File: config.mk
export PLATFORM = sky130hd
export DESIGN_NAME = mul_unit
export DESIGN_NICKNAME = d
export VERILOG_FILES = /design/src/logic/mul_pkg.sv /design/src/logic/csa_reduce_stage.sv /design/src/logic/mul_issue_stage.sv /design/src/logic/mul_unit.sv /design/src/logic/partial_product_stage.sv /design/src/logic/product_resolve_stage.sv
export SDC_FILE = /design/constraint.sdc
export NUM_CORES = 2
export LEC_CHECK = 0
export BUFFER_PORTS_ARGS = -buffer_cell sky130_fd_sc_hd__clkbuf_2
export CAP_MARGIN = 10
export CORE_ASPECT_RATIO = 0.75
export CORE_UTILIZATION = 40
export DETAILED_ROUTE_END_ITERATION = 6
export PLACE_DENSITY = 0.63
export SLEW_MARGIN = 15
export SYNTH_ARGS = -nofsm -noshare
export SYNTH_HDL_FRONTEND = slang
export SYNTH_SLANG_ARGS = --single-unit
File: constraint.sdc
create_clock -name clk -period 3.9 [get_ports clk]
set_input_delay 0.78 -clock clk [delete_from_list [all_inputs] [get_ports clk]]
set_output_delay 0.78 -clock clk [all_outputs]
set_load 0.005 [all_outputs]
File: src/logic/mul_pkg.sv
package mul_pkg;

    // RV32M multiply variants, funct3 order
    typedef enum logic [1:0] {
        // low word of the product
        op_mul    = 2'b00,
        // high word, both operands signed
        op_mulh   = 2'b01,
        // high word, rs1 signed and rs2 unsigned
        op_mulhsu = 2'b10,
        // high word, both unsigned
        op_mulhu  = 2'b11
    } mul_op_t;

    // physical destination register tag
    localparam int prd_width = 8;

    // instruction address carried with the result
    localparam int pc_width = 32;

    // start to done, in clock edges
    // issue 1, partial products 1, four reductions, resolve 1
    localparam int mul_latency = 7;

endpackage

File: src/logic/csa_reduce_stage.sv
`timescale 1ns/1ns

module csa_reduce_stage import mul_pkg::*; #(
    parameter int xlen = 32,
    parameter int in_rows = 32,
    localparam int row_w = 2 * xlen,
    // short inputs padded with zero rows so at least two rows come out
    localparam int out_rows = (in_rows > 4) ? in_rows / 2 : 2
) (
    input  logic                      clk,
    input  logic                      rst,
    input  logic                      valid_in,
    input  logic [in_rows*row_w-1:0]  rows_in,
    input  logic                      neg_in,
    input  logic                      high_in,
    input  logic [prd_width-1:0]      prd_in,
    input  logic [pc_width-1:0]       pc_in,
    output logic                      valid,
    output logic [out_rows*row_w-1:0] rows_out,
    output logic                      neg,
    output logic                      high,
    output logic [prd_width-1:0]      prd_out,
    output logic [pc_width-1:0]       pc_out
);

    localparam int groups = out_rows / 2;
    localparam int pad_w = 4 * groups * row_w;

    logic [pad_w-1:0]          rows_pad;
    logic [out_rows*row_w-1:0] rows_next;
    logic [row_w-1:0]          in_total;
    logic [row_w-1:0]          out_total;

    // full adder on every bit column with the carry left unshifted
    function automatic void csa3(
        input  logic [row_w-1:0] x,
        input  logic [row_w-1:0] y,
        input  logic [row_w-1:0] z,
        output logic [row_w-1:0] s,
        output logic [row_w-1:0] c
    );
        s = x ^ y ^ z;
        c = (x & y) | (y & z) | (z & x);
    endfunction

    assign rows_pad = pad_w'(rows_in);

    // two chained 3:2 stages make one 4:2 per group
    // carries move one column up so the sum mod 2**row_w is kept
    always_comb begin
        logic [row_w-1:0] r0, r1, r2, r3;
        logic [row_w-1:0] s1, c1, s2, c2;
        for (int g = 0; g < groups; g++) begin
            r0 = rows_pad[(4*g)*row_w +: row_w];
            r1 = rows_pad[(4*g+1)*row_w +: row_w];
            r2 = rows_pad[(4*g+2)*row_w +: row_w];
            r3 = rows_pad[(4*g+3)*row_w +: row_w];
            csa3(r0, r1, r2, s1, c1);
            csa3(s1, c1 << 1, r3, s2, c2);
            rows_next[(2*g)*row_w +: row_w]   = s2;
            rows_next[(2*g+1)*row_w +: row_w] = c2 << 1;
        end
    end

    // modular sum of all rows on both sides of the register
    always_comb begin
        in_total = '0;
        for (int r = 0; r < in_rows; r++) begin
            in_total = in_total + rows_in[r*row_w +: row_w];
        end
        out_total = '0;
        for (int r = 0; r < out_rows; r++) begin
            out_total = out_total + rows_out[r*row_w +: row_w];
        end
    end

    always_ff @(posedge clk) begin
        if (rst) begin
            valid <= 1'b0;
        end else begin
            valid <= valid_in;
        end
    end

    always_ff @(posedge clk) begin
        rows_out <= rows_next;
        neg      <= neg_in;
        high     <= high_in;
        prd_out  <= prd_in;
        pc_out   <= pc_in;
    end

    // nothing dropped and the row sum kept across the register
    valid_follows: assert property (
        @(posedge clk) disable iff (rst)
        valid_in |=> valid && (out_total == $past(in_total))
    ) else $error("csa_reduce_stage: valid or row sum lost between input and output");

endmodule

File: src/logic/mul_issue_stage.sv
`timescale 1ns/1ns

module mul_issue_stage import mul_pkg::*; #(
    parameter int xlen = 32
) (
    input  logic                 clk,
    input  logic                 rst,
    input  logic                 start,
    input  mul_op_t              op,
    input  logic [xlen-1:0]      a,
    input  logic [xlen-1:0]      b,
    input  logic [prd_width-1:0] prd,
    input  logic [pc_width-1:0]  pc,
    output logic                 valid,
    output logic [xlen-1:0]      mag_a,
    output logic [xlen-1:0]      mag_b,
    output logic                 neg,
    output logic                 high,
    output logic [prd_width-1:0] prd_out,
    output logic [pc_width-1:0]  pc_out
);

    logic a_signed;
    logic b_signed;
    logic a_neg;
    logic b_neg;

    // mul gives the same low word either way, so treat it as unsigned
    assign a_signed = (op == op_mulh) || (op == op_mulhsu);
    assign b_signed = (op == op_mulh);

    // operands the op reads as signed and that are below zero
    assign a_neg = a_signed & a[xlen-1];
    assign b_neg = b_signed & b[xlen-1];

    // idle cycles and reset both leave a zeroed bubble
    always_ff @(posedge clk) begin
        if (rst || !start) begin
            valid   <= 1'b0;
            mag_a   <= '0;
            mag_b   <= '0;
            neg     <= 1'b0;
            high    <= 1'b0;
            prd_out <= '0;
            pc_out  <= '0;
        end else begin
            valid   <= 1'b1;
            // most negative value maps to 2**(xlen-1), still fits unsigned
            mag_a   <= a_neg ? -a : a;
            mag_b   <= b_neg ? -b : b;
            neg     <= a_neg ^ b_neg;
            high    <= (op != op_mul);
            prd_out <= prd;
            pc_out  <= pc;
        end
    end

    op_known: assert property (
        @(posedge clk) disable iff (rst)
        start |-> !$isunknown(op)
    ) else $error("mul_issue_stage: op has unknown bits while start is high");

endmodule

File: src/logic/mul_unit.sv
`timescale 1ns/1ns

module mul_unit import mul_pkg::*; #(
    parameter int xlen = 32
) (
    input  logic                 clk,
    input  logic                 rst,
    input  logic                 start,
    input  mul_op_t              op,
    input  logic [xlen-1:0]      a,
    input  logic [xlen-1:0]      b,
    input  logic [prd_width-1:0] prd,
    input  logic [pc_width-1:0]  pc,
    output logic                 done,
    output logic [xlen-1:0]      result,
    output logic [prd_width-1:0] prd_out,
    output logic [pc_width-1:0]  pc_out
);

    localparam int row_w = 2 * xlen;

    // row counts down the tree; names follow the xlen = 32 case
    localparam int rows_32 = xlen;
    localparam int rows_16 = (rows_32 > 4) ? rows_32 / 2 : 2;
    localparam int rows_8 = (rows_16 > 4) ? rows_16 / 2 : 2;
    localparam int rows_4 = (rows_8 > 4) ? rows_8 / 2 : 2;
    localparam int rows_2 = (rows_4 > 4) ? rows_4 / 2 : 2;

    logic                 iss_valid, iss_neg, iss_high;
    logic [xlen-1:0]      iss_mag_a, iss_mag_b;
    logic [prd_width-1:0] iss_prd;
    logic [pc_width-1:0]  iss_pc;

    logic                     pp_valid, pp_neg, pp_high;
    logic [rows_32*row_w-1:0] pp_rows;
    logic [prd_width-1:0]     pp_prd;
    logic [pc_width-1:0]      pp_pc;

    logic                     r16_valid, r16_neg, r16_high;
    logic [rows_16*row_w-1:0] r16_rows;
    logic [prd_width-1:0]     r16_prd;
    logic [pc_width-1:0]      r16_pc;

    logic                    r8_valid, r8_neg, r8_high;
    logic [rows_8*row_w-1:0] r8_rows;
    logic [prd_width-1:0]    r8_prd;
    logic [pc_width-1:0]     r8_pc;

    logic                    r4_valid, r4_neg, r4_high;
    logic [rows_4*row_w-1:0] r4_rows;
    logic [prd_width-1:0]    r4_prd;
    logic [pc_width-1:0]     r4_pc;

    logic                    r2_valid, r2_neg, r2_high;
    logic [rows_2*row_w-1:0] r2_rows;
    logic [prd_width-1:0]    r2_prd;
    logic [pc_width-1:0]     r2_pc;

    mul_issue_stage #(.xlen(xlen)) issue (
        .clk(clk), .rst(rst), .start(start), .op(op), .a(a), .b(b), .prd(prd), .pc(pc),
        .valid(iss_valid), .mag_a(iss_mag_a), .mag_b(iss_mag_b), .neg(iss_neg),
        .high(iss_high), .prd_out(iss_prd), .pc_out(iss_pc)
    );

    partial_product_stage #(.xlen(xlen)) partials (
        .clk(clk), .rst(rst), .valid_in(iss_valid), .mag_a(iss_mag_a), .mag_b(iss_mag_b),
        .neg_in(iss_neg), .high_in(iss_high), .prd_in(iss_prd), .pc_in(iss_pc),
        .valid(pp_valid), .rows(pp_rows), .neg(pp_neg), .high(pp_high),
        .prd_out(pp_prd), .pc_out(pp_pc)
    );

    csa_reduce_stage #(.xlen(xlen), .in_rows(rows_32)) reduce_32 (
        .clk(clk), .rst(rst), .valid_in(pp_valid), .rows_in(pp_rows), .neg_in(pp_neg),
        .high_in(pp_high), .prd_in(pp_prd), .pc_in(pp_pc),
        .valid(r16_valid), .rows_out(r16_rows), .neg(r16_neg), .high(r16_high),
        .prd_out(r16_prd), .pc_out(r16_pc)
    );

    csa_reduce_stage #(.xlen(xlen), .in_rows(rows_16)) reduce_16 (
        .clk(clk), .rst(rst), .valid_in(r16_valid), .rows_in(r16_rows), .neg_in(r16_neg),
        .high_in(r16_high), .prd_in(r16_prd), .pc_in(r16_pc),
        .valid(r8_valid), .rows_out(r8_rows), .neg(r8_neg), .high(r8_high),
        .prd_out(r8_prd), .pc_out(r8_pc)
    );

    csa_reduce_stage #(.xlen(xlen), .in_rows(rows_8)) reduce_8 (
        .clk(clk), .rst(rst), .valid_in(r8_valid), .rows_in(r8_rows), .neg_in(r8_neg),
        .high_in(r8_high), .prd_in(r8_prd), .pc_in(r8_pc),
        .valid(r4_valid), .rows_out(r4_rows), .neg(r4_neg), .high(r4_high),
        .prd_out(r4_prd), .pc_out(r4_pc)
    );

    csa_reduce_stage #(.xlen(xlen), .in_rows(rows_4)) reduce_4 (
        .clk(clk), .rst(rst), .valid_in(r4_valid), .rows_in(r4_rows), .neg_in(r4_neg),
        .high_in(r4_high), .prd_in(r4_prd), .pc_in(r4_pc),
        .valid(r2_valid), .rows_out(r2_rows), .neg(r2_neg), .high(r2_high),
        .prd_out(r2_prd), .pc_out(r2_pc)
    );

    product_resolve_stage #(.xlen(xlen)) resolve (
        .clk(clk), .rst(rst), .valid_in(r2_valid), .rows_in(r2_rows), .neg_in(r2_neg),
        .high_in(r2_high), .prd_in(r2_prd), .pc_in(r2_pc),
        .done(done), .result(result), .prd_out(prd_out), .pc_out(pc_out)
    );

endmodule

File: src/logic/partial_product_stage.sv
`timescale 1ns/1ns

module partial_product_stage import mul_pkg::*; #(
    parameter int xlen = 32,
    localparam int row_w = 2 * xlen
) (
    input  logic                    clk,
    input  logic                    rst,
    input  logic                    valid_in,
    input  logic [xlen-1:0]         mag_a,
    input  logic [xlen-1:0]         mag_b,
    input  logic                    neg_in,
    input  logic                    high_in,
    input  logic [prd_width-1:0]    prd_in,
    input  logic [pc_width-1:0]     pc_in,
    output logic                    valid,
    output logic [xlen*row_w-1:0]   rows,
    output logic                    neg,
    output logic                    high,
    output logic [prd_width-1:0]    prd_out,
    output logic [pc_width-1:0]     pc_out
);

    logic [xlen*row_w-1:0] rows_next;

    // one row per multiplier bit, shifted into place
    always_comb begin
        for (int i = 0; i < xlen; i++) begin
            rows_next[i*row_w +: row_w] = mag_b[i] ? (row_w'(mag_a) << i) : '0;
        end
    end

    always_ff @(posedge clk) begin
        if (rst) begin
            valid <= 1'b0;
        end else begin
            valid <= valid_in;
        end
    end

    // data and tags follow valid
    always_ff @(posedge clk) begin
        rows    <= rows_next;
        neg     <= neg_in;
        high    <= high_in;
        prd_out <= prd_in;
        pc_out  <= pc_in;
    end

endmodule

File: src/logic/product_resolve_stage.sv
`timescale 1ns/1ns

module product_resolve_stage import mul_pkg::*; #(
    parameter int xlen = 32,
    localparam int row_w = 2 * xlen
) (
    input  logic                 clk,
    input  logic                 rst,
    input  logic                 valid_in,
    input  logic [2*row_w-1:0]   rows_in,
    input  logic                 neg_in,
    input  logic                 high_in,
    input  logic [prd_width-1:0] prd_in,
    input  logic [pc_width-1:0]  pc_in,
    output logic                 done,
    output logic [xlen-1:0]      result,
    output logic [prd_width-1:0] prd_out,
    output logic [pc_width-1:0]  pc_out
);

    logic [row_w-1:0] sum;
    logic [row_w-1:0] product;

    // carry-propagate add of the last sum and carry rows
    assign sum = rows_in[0 +: row_w] + rows_in[row_w +: row_w];

    // back to signed when exactly one signed operand was negative
    assign product = neg_in ? -sum : sum;

    always_ff @(posedge clk) begin
        if (rst) begin
            done    <= 1'b0;
            result  <= '0;
            prd_out <= '0;
            pc_out  <= '0;
        end else if (valid_in) begin
            done    <= 1'b1;
            result  <= high_in ? product[row_w-1:xlen] : product[xlen-1:0];
            prd_out <= prd_in;
            pc_out  <= pc_in;
        end else begin
            // bubble, all zero
            done    <= 1'b0;
            result  <= '0;
            prd_out <= '0;
            pc_out  <= '0;
        end
    end

    result_known: assert property (
        @(posedge clk) disable iff (rst)
        done |-> !$isunknown(result)
    ) else $error("product_resolve_stage: result has unknown bits while done is high");

endmodule
Word level (Yosys, flattened, before mapping):

Cells that the tools add are included.

* bits in writable memories: 0
* word-level logic and storage cells: 303
* memory bits (read-only): 0
* bits in latches: 0
* register bits: 3324
* memories kept: 0

* multipliers: 0
* bitwise operators: 214
* equal/unequal tests: 2
* order comparisons: 0
* shifts and indexed selects: 0
* div/mod/pow operators: 0
* reduce and logical (&&, ||, !) cells: 5
* mux-type cells: 6
* add/sub/neg operators: 4

Operators with widths (count)
* $and 63x63->63: 90
* $or 63x63->63: 60
* $xor 64x64->64: 36
* $mux 32: 3
* $add 64x64->64: 1
* $mux 64: 1
* $neg 32->32: 2
* $neg 64->64: 1
* $xor 64x34->64: 1
* $xor 64x35->64: 1
* $xor 64x38->64: 1
* $xor 64x39->64: 1
* $xor 64x42->64: 1
* $xor 64x43->64: 1
* $xor 64x46->64: 1
* $xor 64x47->64: 1
* $xor 64x50->64: 1
* $xor 64x51->64: 1
* $xor 64x54->64: 1
* $xor 64x55->64: 1
* $xor 64x58->64: 1
* $xor 64x59->64: 1
* $xor 64x62->64: 1
* $xor 64x63->64: 1
* other kinds (18): 21

Depth between registers and ports, before layout:

* depth in word-level cells: 6
* depth in mapped cells: 15
* depth with buffers taken out: 13

By module:

A second synthesis with hierarchy kept.

* cell total of the unflattened synthesis: 9025
* area total of the unflattened synthesis: 129696.9 µm²

By module, submodules not included
* csa_reduce_stage at reduce_32: area an instance 41710.0 µm², sequential area each 21200.3 µm², instances 1, cells each 2101
* partial_product_stage: area an instance 36501.3 µm², sequential area each 21360.5 µm², instances 1, cells each 3309
* csa_reduce_stage at reduce_16: area an instance 21290.4 µm², sequential area each 11030.6 µm², instances 1, cells each 1073
* csa_reduce_stage at reduce_8: area an instance 11080.6 µm², sequential area each 5945.7 µm², instances 1, cells each 559
* product_resolve_stage: area an instance 8896.0 µm², sequential area each 1461.4 µm², instances 1, cells each 1229
* csa_reduce_stage at reduce_4: area an instance 5975.7 µm², sequential area each 3403.3 µm², instances 1, cells each 302
* mul_issue_stage: area an instance 4242.8 µm², sequential area each 2142.1 µm², instances 1, cells each 452

Worst setup path before layout:

Ideal clock, no wire load.

* path type: register -> register
* start: register reduce_4.rows_out[9]
* end: register resolve.result[30]
* buffers on the path: 1
* cell stages (with the launch flop): 15
* data arrival time: 4.095 ns
* data required time: 3.765 ns
* path slack: -0.330 ns
* path through: dfxtp_1 -> ha_1 -> fa_1 -> a211oi_2 -> nor2_2 -> a221o_1 -> a2111o_1 -> o211a_2 -> a2111oi_4 -> nand4_4 -> or4_1 -> buf_2 -> or4_1 -> o211ai_1 -> a221oi_2

* longest elaborated chain between the ends: 4

RTL lines
* start, declared: RTL line csa_reduce_stage.sv:19 `output logic [out_rows*row_w-1:0] rows_out,`
* start signal, assigned: RTL line csa_reduce_stage.sv:86 `rows_out <= rows_next;`
* $add 64x64->64 *: RTL line product_resolve_stage.sv:25 `assign sum = rows_in[0 +: row_w] + rows_in[row_w +: row_w];`
* $neg 64->64: RTL line product_resolve_stage.sv:28 `assign product = neg_in ? -sum : sum;`
* $mux 64 *: RTL line product_resolve_stage.sv:28
* $mux 32 *: RTL line product_resolve_stage.sv:38 `result <= high_in ? product[row_w-1:xlen] : product[xlen-1:0];`
* end signal, assigned: RTL line product_resolve_stage.sv:38
* end, declared: RTL line product_resolve_stage.sv:16 `output logic [xlen-1:0] result,`

Every way passes the cells marked *; elsewhere a longest branch is shown, timed or not.
A chain may end at the register's enable or synchronous reset.

Worst setup path in the final report:

* start: register reduce_4.rows_out[21]
* end: register resolve.result[30]

The elaborated chain is that of the path after synthesis.

==> flow_summary.json <==
{
  "setup_ws_ps": -236,
  "cp-startpoint": "reduce_4.rows_out[21]$_DFF_P_",
  "clock_sinks": 2548,
  "swShare_pct": 23.6,
  "crit_slowest_cell": "or4_4",
  "start_kind": "register",
  "worstSetupPathType": "register to register",
  "r2r_start": "reduce_4.rows_out[21]$_DFF_P_",
  "p_total_w": 0.0543,
  "root_buffer": "clkbuf_16",
  "use_met2_pct": 27.9,
  "first_iter_violations": 2541,
  "cpLargestDelayFamily": "simple AND/OR/NAND/NOR gates",
  "dr.pass1.iters": 5,
  "relSlewSlack_pct": 28.2,
  "cap_violations": 0,
  "drt-total-wl_mm": 189,
  "vias": 44350,
  "synthCells": 6212,
  "multiInputGateArea_mm2": 0.0346,
  "worst_pin_slew_ps": 1080,
  "period_share_pct": 106,
  "p_leak_nw": 44.9,
  "vias_per_cell": 4.59,
  "p_int_w": 0.0415,
  "antenna_found_initial": 27,
  "ant_nets": 0,
  "synth-edff-count": 0,
  "synth_area_mm2": 0.0865,
  "grt_pass1_wl_mm": 292,
  "drc": 0,
  "wl_per_cell_um": 19.5,
  "placed_area_mm2": 0.0921,
  "synth_seq_cells": 2548,
  "finalHoldViolCount": 0,
  "ys_async_sr_fraction_pct": 0,
  "syn_avg_cell_area_um2": 13.9,
  "seq_power_share_pct": 51.4,
  "slowest_delay_ps": 590,
  "grt_busiest_layer": "met2",
  "p_per_area_mw_per_mm2": 542,
  "hold_buffers": 0,
  "cp.required_ps": 4600,
  "path_cells": "ha_1 -> and4_2 -> nor4b_2 -> buf_4 -> nor3b_4 -> buf_6 -> nor4bb_4 -> o21ai_2 -> xor2_2 -> or4_4 -> or4_4 -> or4_4 -> o211ai_1 -> a221oi_2",
  "area_delta_synth_final_pct": 15.9,
  "crit_path_max_fanout": 6,
  "synth.distinct_cells": 84,
  "port_buffers": 181,
  "final_core_util_pct": 46.7,
  "pwr-share-clk_pct": 40.7,
  "met3_usage_pct": 2.80,
  "cts-buffers-inserted": 227,
  "violations": "negative setup slack",
  "layout_min_cycle_time_ps": 4140,
  "ios": 182,
  "setup_viol": 17,
  "grt_max_degree": 66,
  "ctsLongestPathBuffers": 4,
  "comb_power_share_pct": 7.8,
  "maxSlewViolCount": 0,
  "hp-start": "pc[13]",
  "arrival_ps": 4840,
  "dp_hpwl_mm": 135,
  "htreeDepth": 4,
  "cpMostUsedCell": "or4_4",
  "ys_seq_area_share_pct": 59.0,
  "critPathCaptureType": "register",
  "grt_usage_pct": 17.7,
  "die_h_um": 405,
  "dieWidth_um": 539,
  "clk_latency_ps": 880,
  "hold_path.class": "input port to register",
  "core_mm2": 0.214,
  "peakVddDrop_mv": 0.388,
  "die-area_mm2": 0.218,
  "fp-row-count": 147,
  "start_util_pct": 40.3,
  "synth_warnings": 0,
  "rsz0062_at_grt": "true",
  "clk_pin_slew_ps": 70,
  "overflow": 0,
  "seq_area_mm2": 0.0511,
  "met1_usage_pct": 25.5,
  "layout-drive-gt1-share_pct": 14.5,
  "fillers": 18686,
  "nets": 7834,
  "synth_nets": 7409,
  "fin_area_mm2": 0.100,
  "grt_pass1_vias": 48146,
  "clock-skew-final_ps": 90.6,
  "synth_flop_cell": "dfxtp_1",
  "gp_congestion": 0.866,
  "power_switching_w": 0.0128,
  "worst-path-buf-inv": 2,
  "maxClockFrequency_mhz": 242,
  "cts_tree": "done",
  "status": "finished, violations left"
}
state kept, by name, summed over array words and instances (netlist names), 119 cells and up:
signal / cells
reduce_32.rows_out: 536
partials.rows: 1024
reduce_8.rows_out: 178
reduce_16.rows_out: 296
reduce_4.rows_out: 119
stage by stage:
stage	setup WS (ps)	cells	TNS [ps]	hold WS, ps
detailed placement	-572	9228	-8020	312
finish	-236	9666	-1930	154
floorplan	-190	6212	-561	310
global route	-358	9645	-5420	111
CTS	-267	9637	-2990	87.8
global placement	-515	9228	-7080	309
cell usage in the layout (no fill, tap or decap), types with 59 or more instances in the layout:
cell / n
a21oi_1: 108
and2_1: 1116
buf_4: 275
clkbuf_1: 59
clkbuf_16: 228
clkbuf_2: 181
dfxtp_1: 2477
dfxtp_2: 71
fa_1: 904
ha_1: 173
inv_1: 130
nand2_1: 118
nor2_1: 137
o21ai_0: 77
xnor2_1: 63
worst register-to-register path, cell delays in order (launching register included):
cell and delay (ps):
dfxtp_1 300, ha_1 300, and4_2 270, nor4b_2 160
buf_4 140, nor3b_4 160, buf_6 130, nor4bb_4 300
o21ai_2 120, xor2_2 170, or4_4 570, or4_4 590
or4_4 440, o211ai_1 230, a221oi_2 90
cell usage after synthesis, types with 8 or more instances:
master    number  area share [%]
or4_1         10           0.087
o211ai_1      14            0.12
and2_1      1116             8.1
nor2_1       141            0.61
mux2i_1       12            0.14
o31ai_1       24            0.21
nand2b_1      13           0.094
clkbuf_1     252             1.1
or2_2          9           0.065
o211a_1        8           0.093
o21a_1        17            0.15
a31oi_1       14            0.10
xor2_1        55            0.56
ha_1         183             2.6
and3_1        19            0.14
nand2_1      120            0.52
a211oi_1      27            0.23
nand4_1       29            0.21
dfxtp_1     2548              59
o21ai_1       12           0.069
inv_1        130            0.56
a21oi_1      117            0.68
nor3_1        39            0.23
xnor2_1       65            0.66
o21ai_0       87            0.50
nor4_1        23            0.17
fa_1         905              21
a21o_1        22            0.19
nand3_1       30            0.17
or3_1         30            0.22
power by group through the flow:
stage | logic (W) | registers, W | clock network [W]
finish | 0.00426 | 0.0279 | 0.0221
floorplan | 0.00233 | 0.0279 | 0
global route | 0.00470 | 0.0280 | 0.0238
global placement | 0.00402 | 0.0284 | 0
detailed placement | 0.00407 | 0.0285 | 0
CTS | 0.00414 | 0.0279 | 0.0226
logic make-up (layout without fill, tap and decap cells):
kind of cell	Yosys count	in the layout	synth area share (%)
xor gates and xnor gates	120	120	1.22
muxes	14	14	0.165
DFF	2548	2548	59.0
other	0	23	0
adders and majority gates	1088	1088	23.6
AOI/OAI and AO/OA	432	432	3.34
buffers and inverters	397	997	1.76
and+or+nand+nor	1613	1613	10.9
routing by layer:
metal | part of all wire [%] | vias up
met5 | 0 | -
met4 | 1.9 | 0
met3 | 5.3 | 261
met2 | 45 | 899
met1 | 48 | 22611
li1 | - | 20579
path summary, 6_finish.rpt:
check	end	slack, ps	cells past startpoint
max reg2reg	resolve.result[30]$_SDFF_PP0_	-240	14
max	resolve.result[30]$_SDFF_PP0_	-240	14
min	issue.pc_out[13]$_SDFF_PN0_	150	2
min reg2reg	reduce_16.rows_out[410]$_DFF_P_	320	0
layout make-up:
cell class	count	share of cell area, %
tap	2831	3.53
clock buffer	335	6.57
inverter	130	0.487
clock inverter	69	0.823
sequential	2548	51.0
antenna	23	0.0574
timing repair buffer	463	3.04
multi-input combinational	3267	34.5
timing repair:
action | 4_1_cts | 5_1_grt
hold endpoints to repair | 0 | 0
buffers inserted | 5 | 9
resized for setup | 34 | 86
pin swaps | 21 | 39
endpoints found under the setup margin | 26 | 32
Power figures use the tool's default switching activity.
